## src/common/dmr_rf_consts.svh

```systemverilog
// ***************************************************************************
// dmr register file constants
// ***************************************************************************

`ifndef DMR_RF_CONSTS_SVH
`define DMR_RF_CONSTS_SVH

// number of architectural registers per file
`define DMR_RF_NUM_REGS 16

// register address width, log2 of the register count
`define DMR_RF_ADDR_W 4

// register data width
`define DMR_RF_DATA_W 32

`endif

```

## src/common/dmr_rf_pkg.sv

```systemverilog
// ***************************************************************************
// dmr register file types
// ***************************************************************************

`include "dmr_rf_consts.svh"

package dmr_rf_pkg;

  // ************************************************************************
  // register file ports
  // ************************************************************************

  // one write port, same layout for core a, core b, shadow and refill
  // 1 + 4 + 32 = 37 bits
  typedef struct packed {
    // write enable
    logic                      we;
    // destination register
    logic [`DMR_RF_ADDR_W-1:0] addr;
    // write data
    logic [`DMR_RF_DATA_W-1:0] data;
  } rf_wr_t;

  // read port request, address only
  typedef struct packed {
    logic [`DMR_RF_ADDR_W-1:0] addr;
  } rf_rd_t;

  // ************************************************************************
  // recovery controller
  // ************************************************************************

  // idle until mismatch, halt handshake, refill walk, wait for ack low
  typedef enum logic [1:0] {
    IDLE     = 2'd0,
    HALT_REQ = 2'd1,
    REFILL   = 2'd2,
    RELEASE  = 2'd3
  } rec_state_e;

endpackage

```

## src/source/tmr_bitwise_voter.sv

```systemverilog
// ***************************************************************************
// bitwise tmr majority voter
// ***************************************************************************

`timescale 1ns/10ps

`include "dmr_rf_consts.svh"

module tmr_bitwise_voter #(
  parameter int unsigned DATA_W = `DMR_RF_ADDR_W
) (
  input  logic [DATA_W-1:0] a_i,
  input  logic [DATA_W-1:0] b_i,
  input  logic [DATA_W-1:0] c_i,
  output logic [DATA_W-1:0] majority_o,
  output logic              error_o
);

  // per bit disagreement between any pair
  logic [DATA_W-1:0] diff;

  // two of three per bit
  assign majority_o = (a_i & b_i) | (a_i & c_i) | (b_i & c_i);

  // a bit disagrees if a differs from b or from c
  // b vs c alone is covered by these two
  assign diff = (a_i ^ b_i) | (a_i ^ c_i);

  // any disagreeing bit flags the vote
  assign error_o = |diff;

endmodule

```

## src/recovery/rf_refill_addr_gen.sv

```systemverilog
// ***************************************************************************
// triplicated refill address generator
// ***************************************************************************

`timescale 1ns/10ps

`include "dmr_rf_consts.svh"

module rf_refill_addr_gen (
  input  logic                      clk_i,
  input  logic                      rst_ni,
  input  logic                      clear_i,
  input  logic                      enable_i,
  output logic                      done_o,
  output logic                      fatal_o,
  output logic [`DMR_RF_ADDR_W-1:0] address_o
);

  // counters wrap back to zero after the last register index
  localparam logic [`DMR_RF_ADDR_W-1:0] last_addr = `DMR_RF_ADDR_W'(`DMR_RF_NUM_REGS - 1);

  // three independent copies of the counter
  logic [2:0][`DMR_RF_ADDR_W-1:0] cnt_q;
  // per copy wrap flag
  logic [2:0]                     cnt_last;
  // voter disagreement
  logic                           vote_err;

  for (genvar i = 0; i < 3; i++) begin : g_cnt
    // copy i has reached the last address
    assign cnt_last[i] = (cnt_q[i] == last_addr);

    always_ff @(posedge clk_i or negedge rst_ni) begin
      if (!rst_ni) begin
        cnt_q[i] <= '0;
      end else if (clear_i || cnt_last[i]) begin
        // restart from register 0
        cnt_q[i] <= '0;
      end else if (enable_i) begin
        cnt_q[i] <= cnt_q[i] + 1'b1;
      end
    end
  end

  // majority of the three copies is the refill address
  tmr_bitwise_voter #(
    .DATA_W(`DMR_RF_ADDR_W)
  ) u_addr_voter (
    .a_i       (cnt_q[0]),
    .b_i       (cnt_q[1]),
    .c_i       (cnt_q[2]),
    .majority_o(address_o),
    .error_o   (vote_err)
  );

  // any copy at the end marks the final step
  assign done_o  = |cnt_last;
  assign fatal_o = vote_err;

endmodule

```

## src/recovery/rf_recovery_ctrl.sv

```systemverilog
// ***************************************************************************
// register file recovery controller
// ***************************************************************************

`timescale 1ns/10ps

`include "dmr_rf_consts.svh"

module rf_recovery_ctrl (
  input  logic                      clk_i,
  input  logic                      rst_ni,
  input  logic                      mismatch_i,
  input  logic                      rec_ack_i,
  output logic                      rec_req_o,
  output logic                      busy_o,
  output logic                      err_o,
  output logic                      fatal_o,
  output dmr_rf_pkg::rf_wr_t        refill_o,
  output dmr_rf_pkg::rf_rd_t        shadow_rd_o,
  input  logic [`DMR_RF_DATA_W-1:0] shadow_data_i
);

  dmr_rf_pkg::rec_state_e state_q, state_d;

  // sticky flags
  logic err_q;
  logic fatal_q;

  // address generator handshake
  logic                      gen_clear;
  logic                      gen_enable;
  logic                      gen_done;
  logic                      gen_fatal;
  logic [`DMR_RF_ADDR_W-1:0] gen_addr;

  // ************************************************************************
  // state machine
  // ************************************************************************

  always_comb begin
    state_d = state_q;
    case (state_q)
      // wait for a registered mismatch pulse
      dmr_rf_pkg::IDLE: begin
        if (mismatch_i) state_d = dmr_rf_pkg::HALT_REQ;
      end
      // req high, wait for both cores halted
      dmr_rf_pkg::HALT_REQ: begin
        if (rec_ack_i) state_d = dmr_rf_pkg::REFILL;
      end
      // one register per cycle, leave after the last copy
      dmr_rf_pkg::REFILL: begin
        if (gen_done) state_d = dmr_rf_pkg::RELEASE;
      end
      // req low, wait for ack low to close the handshake
      dmr_rf_pkg::RELEASE: begin
        if (!rec_ack_i) state_d = dmr_rf_pkg::IDLE;
      end
      default: state_d = dmr_rf_pkg::IDLE;
    endcase
  end

  always_ff @(posedge clk_i or negedge rst_ni) begin
    if (!rst_ni) begin
      state_q <= dmr_rf_pkg::IDLE;
      err_q   <= 1'b0;
      fatal_q <= 1'b0;
    end else begin
      state_q <= state_d;
      // err set on detection, cleared when recovery ends
      if (state_q == dmr_rf_pkg::IDLE && mismatch_i) begin
        err_q <= 1'b1;
      end else if (state_q == dmr_rf_pkg::RELEASE && !rec_ack_i) begin
        err_q <= 1'b0;
      end
      // counter upset stays latched until reset
      if (gen_fatal) fatal_q <= 1'b1;
    end
  end

  // ************************************************************************
  // refill address and write port
  // ************************************************************************

  // counter held at zero while idle, steps only in refill
  assign gen_clear  = (state_q == dmr_rf_pkg::IDLE);
  assign gen_enable = (state_q == dmr_rf_pkg::REFILL);

  rf_refill_addr_gen u_addr_gen (
    .clk_i    (clk_i),
    .rst_ni   (rst_ni),
    .clear_i  (gen_clear),
    .enable_i (gen_enable),
    .done_o   (gen_done),
    .fatal_o  (gen_fatal),
    .address_o(gen_addr)
  );

  // shadow entry at the current address goes to both cores
  assign shadow_rd_o.addr = gen_addr;
  assign refill_o.we      = gen_enable;
  assign refill_o.addr    = gen_addr;
  assign refill_o.data    = shadow_data_i;

  assign rec_req_o = (state_q == dmr_rf_pkg::HALT_REQ) || (state_q == dmr_rf_pkg::REFILL);
  assign busy_o    = (state_q != dmr_rf_pkg::IDLE);
  assign err_o     = err_q;
  assign fatal_o   = fatal_q;

endmodule

```

## src/source/core_reg_file.sv

```systemverilog
// ***************************************************************************
// flip-flop register file
// ***************************************************************************

`timescale 1ns/10ps

`include "dmr_rf_consts.svh"

module core_reg_file (
  input  logic                      clk_i,
  input  logic                      rst_ni,
  input  dmr_rf_pkg::rf_wr_t        wr_i,
  input  dmr_rf_pkg::rf_rd_t        rd_i,
  output logic [`DMR_RF_DATA_W-1:0] rd_data_o
);

  // register storage with one entry per architectural register
  logic [`DMR_RF_NUM_REGS-1:0][`DMR_RF_DATA_W-1:0] regs_q;

  // ************************************************************************
  // write port
  // ************************************************************************

  // all entries start at zero
  always_ff @(posedge clk_i or negedge rst_ni) begin
    if (!rst_ni) begin
      regs_q <= '0;
    end else if (wr_i.we) begin
      // single write per cycle
      regs_q[wr_i.addr] <= wr_i.data;
    end
  end

  // ************************************************************************
  // read port
  // ************************************************************************

  // a write shows on the combinational read from the next cycle on
  assign rd_data_o = regs_q[rd_i.addr];

endmodule

```

## src/source/dmr_rf_top.sv

```systemverilog
// ***************************************************************************
// dmr register file with shadow recovery
// ***************************************************************************

`timescale 1ns/10ps

`include "dmr_rf_consts.svh"

module dmr_rf_top (
  input  logic                      clk_i,
  input  logic                      rst_ni,
  input  logic                      rec_ack_i,
  input  dmr_rf_pkg::rf_wr_t        wr_a_i,
  input  dmr_rf_pkg::rf_wr_t        wr_b_i,
  input  dmr_rf_pkg::rf_rd_t        rd_a_i,
  input  dmr_rf_pkg::rf_rd_t        rd_b_i,
  output logic [`DMR_RF_DATA_W-1:0] rd_data_a_o,
  output logic [`DMR_RF_DATA_W-1:0] rd_data_b_o,
  output logic                      rec_req_o,
  output logic                      busy_o,
  output logic                      err_o,
  output logic                      fatal_o
);

  // core writes accepted, no recovery pending or running
  logic                      core_open;
  logic                      mismatch;
  logic                      mismatch_q;

  // refill path from the controller
  dmr_rf_pkg::rf_wr_t        refill;
  dmr_rf_pkg::rf_rd_t        shadow_rd;
  logic [`DMR_RF_DATA_W-1:0] shadow_data;

  // selected write per file
  dmr_rf_pkg::rf_wr_t        wr_a_sel;
  dmr_rf_pkg::rf_wr_t        wr_b_sel;
  dmr_rf_pkg::rf_wr_t        wr_shadow;

  // ************************************************************************
  // write comparator
  // ************************************************************************

  // pending pulse counts as busy, so a second write cannot slip through
  assign core_open = !busy_o && !mismatch_q;

  // enables differ, or both set with differing address or data
  assign mismatch = core_open &&
                    ((wr_a_i.we != wr_b_i.we) ||
                     (wr_a_i.we && ((wr_a_i.addr != wr_b_i.addr) ||
                                    (wr_a_i.data != wr_b_i.data))));

  // one cycle pulse into the controller
  always_ff @(posedge clk_i or negedge rst_ni) begin
    if (!rst_ni) begin
      mismatch_q <= 1'b0;
    end else begin
      mismatch_q <= mismatch;
    end
  end

  // ************************************************************************
  // write selection
  // ************************************************************************

  // refill has priority, blocked core writes are dropped
  assign wr_a_sel = busy_o ? refill : (core_open ? wr_a_i : '0);
  assign wr_b_sel = busy_o ? refill : (core_open ? wr_b_i : '0);

  // shadow only takes agreed writes, so it holds the last good state
  assign wr_shadow.we   = core_open && !mismatch && wr_a_i.we && wr_b_i.we;
  assign wr_shadow.addr = wr_a_i.addr;
  assign wr_shadow.data = wr_a_i.data;

  core_reg_file u_rf_a (
    .clk_i    (clk_i),
    .rst_ni   (rst_ni),
    .wr_i     (wr_a_sel),
    .rd_i     (rd_a_i),
    .rd_data_o(rd_data_a_o)
  );

  core_reg_file u_rf_b (
    .clk_i    (clk_i),
    .rst_ni   (rst_ni),
    .wr_i     (wr_b_sel),
    .rd_i     (rd_b_i),
    .rd_data_o(rd_data_b_o)
  );

  // shadow read port belongs to the refill walk
  core_reg_file u_rf_shadow (
    .clk_i    (clk_i),
    .rst_ni   (rst_ni),
    .wr_i     (wr_shadow),
    .rd_i     (shadow_rd),
    .rd_data_o(shadow_data)
  );

  rf_recovery_ctrl u_rec_ctrl (
    .clk_i        (clk_i),
    .rst_ni       (rst_ni),
    .mismatch_i   (mismatch_q),
    .rec_ack_i    (rec_ack_i),
    .rec_req_o    (rec_req_o),
    .busy_o       (busy_o),
    .err_o        (err_o),
    .fatal_o      (fatal_o),
    .refill_o     (refill),
    .shadow_rd_o  (shadow_rd),
    .shadow_data_i(shadow_data)
  );

endmodule

```

## config.mk

```make
export PLATFORM = sky130hd
export DESIGN_NAME = dmr_rf_top
export DESIGN_NICKNAME = d
export VERILOG_FILES = /design/src/common/dmr_rf_pkg.sv /design/src/source/tmr_bitwise_voter.sv /design/src/recovery/rf_refill_addr_gen.sv /design/src/recovery/rf_recovery_ctrl.sv /design/src/source/core_reg_file.sv /design/src/source/dmr_rf_top.sv
export VERILOG_INCLUDE_DIRS = /design/src /design/src/common
export SDC_FILE = /design/constraint.sdc
export NUM_CORES = 2
export LEC_CHECK = 0
export BUFFER_PORTS_ARGS = -buffer_cell sky130_fd_sc_hd__clkbuf_2
export CORE_MARGIN = 5
export CORE_UTILIZATION = 40
export DETAILED_ROUTE_END_ITERATION = 7
export REMOVE_ABC_BUFFERS = 1
export SLEW_MARGIN = 5
export SYNTH_ARGS = -nofsm -noshare
export SYNTH_HDL_FRONTEND = slang
export SYNTH_SLANG_ARGS = --single-unit
```

## constraint.sdc

```tcl
create_clock -name clk_i -period 3.2 [get_ports clk_i]
set_input_delay 0.32 -clock clk_i [delete_from_list [all_inputs] [get_ports clk_i]]
set_output_delay 0.32 -clock clk_i [all_outputs]
set_load 0.05 [all_outputs]
```

==> run metrics <==
height of the die ~430 µm; Int Pwr approximately 46000 µW; post-route clock period utilization 96.6%; worst r2r src u_rec_ctrl.u_addr_gen.cnt_q[1]$_DFFE_PN0P_; Cells after Synth between 5000 and 6000; core area approximately 180000 µm²; sw frac 35.1%; first-pass GRT wire length roughly 360000 µm; Via density roughly 6.3; min-delay src wr_a_i[25]; Ys Warns 0; Die Wd ~430 µm; vias in the first global route between 50000 and 60000; Wirelength per Cell approximately 29 µm; status finished clean; # fillers around 16000; clock root buffer master clkbuf_16; EDFF count, synth 0; Async S/R FF share, synth 100%; synthesized flop and latch total between 1500 and 2000; Crit Path Max Fanout 32; Clock Tree Buf Depth 3; Post-Route WL roughly 240000 µm; grt ovf 0; hold depth 2; mean post-synth cell area between 10 and 15 µm²; Synth area leader dfrtp_1; Seq/Total Area, Yosys about 54%; VDD IR-drop max between 0.7 and 0.8 mV; DR vias ~53000; WP data required 3860 ps; Final Slew Violations 0; Max-slew headroom about a third; Reg2Reg Depth 9; I/O pin total between 150 and 200; setup ws final around 110 ps; Hold Path Class input pin to register; max cap viols 0; Synth top cells by count 1553 x dfrtp_1, 1026 x a31oi_1, 566 x nor2_1; setup TNS 0 ps; RSZ-0062 raised after global routing no; r2r endpoint u_rf_a.regs_q[352]$_DFFE_PN0P_; Max Freq roughly 320 MHz; Worst Hold Path EP u_rf_shadow.regs_q[473]$_DFFE_PN0P_; Net Switching approximately 25000 µW; leakage roughly 0.038 µW; Hold Violations, Final 0; GRT Util Overall between 20% and 30%; Clock power frac between 20% and 30%; most frequent cell after synthesis dfrtp_1; post-synth cell types 63; Remaining DRCs 0; CTS tree yes; clock sink total about 1600; DRT iter0 DRCs ~6300; post-route ant nets 0; layout cells sized above 1 between 20% and 30%; Yosys top cell area share 54.0%; Clk pin slew, worst setup/hold paths 60 ps; Initial Util 40.3%; Worst Path Arrival 3750 ps; Synth-to-Final Area Change 15.5%; antenna violations before repair 18; Tmin final roughly 3100 ps; Comb pwr share roughly a third; Final GP Congestion just under 0.9; Mapped Area slightly above 70000 µm²; power per standard cell area between 800 and 900 nW/µm²; final setup fails 0; Setup crit end kind register; total CTS buffers 166; reg2reg setup slack ~110 ps; Layout Nets 5963; pin count of the biggest net entering global routing a little over 100; Post-Place Setup Slack about 26 ps; actual slew at the worst max-slew pin 1020 ps; largest cells by area after synthesis dfrtp_1 54%, mux4_2 11%, a31oi_1 8.9%, mux2_2 7.1%, a21oi_1 3.4%; clk_skew 41.1 ps; drt pass-1 iters 6; CP startpoint kind register; sequential share of power between 30% and 40%; num rows about 160; port buffer count about 150; detailed placement HPWL 146000 µm; kind of critical path register to register; # H-tree levels 4; Clk Latency, worst-skew pair slightly above 800 ps; Primary FF master, synth dfrtp_1; full die area 188000 µm²
==> state kept, by name, summed over array words and instances, names as in the netlist <==
signal                       flops
u_rf_b.regs_q                  512
u_rec_ctrl.err_o                 1
u_rec_ctrl.fatal_o               1
u_rf_a.regs_q                  512
mismatch_q                       1
u_rec_ctrl.u_addr_gen.cnt_q     12
u_rec_ctrl.state_q               2
u_rf_shadow.regs_q             512
==> cell type report <==
cell class	instances	area, µm²	share of cell area (%)
Clock buffer	255	5050	6.08
Timing Repair Buffer	508	4990	6.01
Inverter	8	30.0	0.0361
Antenna cell	10	25.0	0.0301
Tap cell	2355	2950	3.55
Clock inverter	45	598	0.720
Sequential cell	1553	38900	46.8
Multi-Input combinational cell	3626	30600	36.8
==> worst max path at each step <==
stage	slack [ps]	end	cells past startpoint	startpoint
floorplan	-13700	u_rf_a.regs_q[128]$_DFFE_PN0P_	4	u_rec_ctrl.u_addr_gen.cnt_q[4]$_DFFE_PN0P_
global placement	100	u_rf_b.regs_q[59]$_DFFE_PN0P_	8	u_rec_ctrl.state_q[0]$_DFFE_PN0P_
detailed placement	30	u_rf_b.regs_q[179]$_DFFE_PN0P_	8	u_rec_ctrl.state_q[0]$_DFFE_PN0P_
CTS	10	u_rf_b.regs_q[179]$_DFFE_PN0P_	8	u_rec_ctrl.state_q[0]$_DFFE_PN0P_
global route	20	u_rf_b.regs_q[49]$_DFFE_PN0P_	10	u_rec_ctrl.u_addr_gen.cnt_q[8]$_DFFE_PN0P_
finish	110	u_rf_a.regs_q[352]$_DFFE_PN0P_	9	u_rec_ctrl.u_addr_gen.cnt_q[1]$_DFFE_PN0P_
==> critical path, stage by stage, from the launching register on <==
cell     delay [ps]
dfrtp_1         450
ha_1            260
a211o_1         360
buf_4           220
nand4_1         200
buf_4           430
o22ai_1         170
nor4_2          380
buf_12          250
a31oi_1         140
==> what timing repair did <==
item,4_1_cts,5_1_grt
resized for setup,0,4
hold buffers,7,0
setup buffers,0,2
endpoints found under the setup margin,0,72
hold endpoints to repair,229,0
==> layout by cell type (no fill, tap or decap), drive strengths merged, types with 7 or more instances in the layout <==
master / synthesis / final
nand2: 87 / 87
and2: 15 / 15
nor3: 27 / 27
dfrtp: 1553 / 1553
bufinv: 0 / 8
xor2: 8 / 8
mux4: 336 / 336
clkinv: 0 / 29
a22o: 12 / 12
mux2i: 228 / 228
a31oi: 1026 / 1026
o21ai: 7 / 7
nand4: 26 / 26
xnor2: 28 / 28
clkbuf: 388 / 402
ha: 15 / 15
nor4: 55 / 55
inv: 8 / 14
o22ai: 114 / 114
nor2: 567 / 567
buf: 297 / 354
diode: 0 / 10
mux2: 513 / 513
dlygate4sd3: 0 / 7
and3: 7 / 7
a21oi: 491 / 491
==> power groups by stage <==
stage / sequential (µW) / clock, µW / combinational (µW)
floorplan: 27400 / 0 / 14600
global placement: 28000 / 0 / 22200
detailed placement: 28200 / 0 / 22700
CTS: 27900 / 20000 / 22700
global route: 28600 / 20800 / 24600
finish: 28100 / 19800 / 22900
==> stage by stage <==
stage	area [µm²]	hold WS (ps)	util (%)	total power, µW	std cells
2_1_floorplan	69000	24.4	-	42000	5187
3_3_place_gp	77300	399	43.3	50200	8040
3_5_place_dp	77300	394	43.3	50900	8040
4_1_cts	83000	14.2	46.5	70700	8347
5_1_grt	83100	26.9	46.5	74100	8358
6_report	83100	68.8	46.5	70800	8360
==> metal layers <==
metal  wire length (µm)  GRT usage (%)
met1              99800           34.7
met2             112000           40.0
met3              18600           4.65
met4               9540           9.80
met5                 13              0
==> cells by family (layout without fill, tap and decap cells) <==
logic type | after synthesis | after routing | synth area share (%)
adders and majority gates | 15 | 15 | 0.261
muxes | 1077 | 1077 | 21.7
AOI/OAI and AO/OA | 1674 | 1674 | 13.9
DFF | 1553 | 1553 | 54.0
and+or+nand+nor | 824 | 824 | 5.57
buffers and inverters | 693 | 816 | 4.10
other | 0 | 10 | 0
xor gates and xnor gates | 36 | 36 | 0.438
Power figures use the tool's default switching activity.
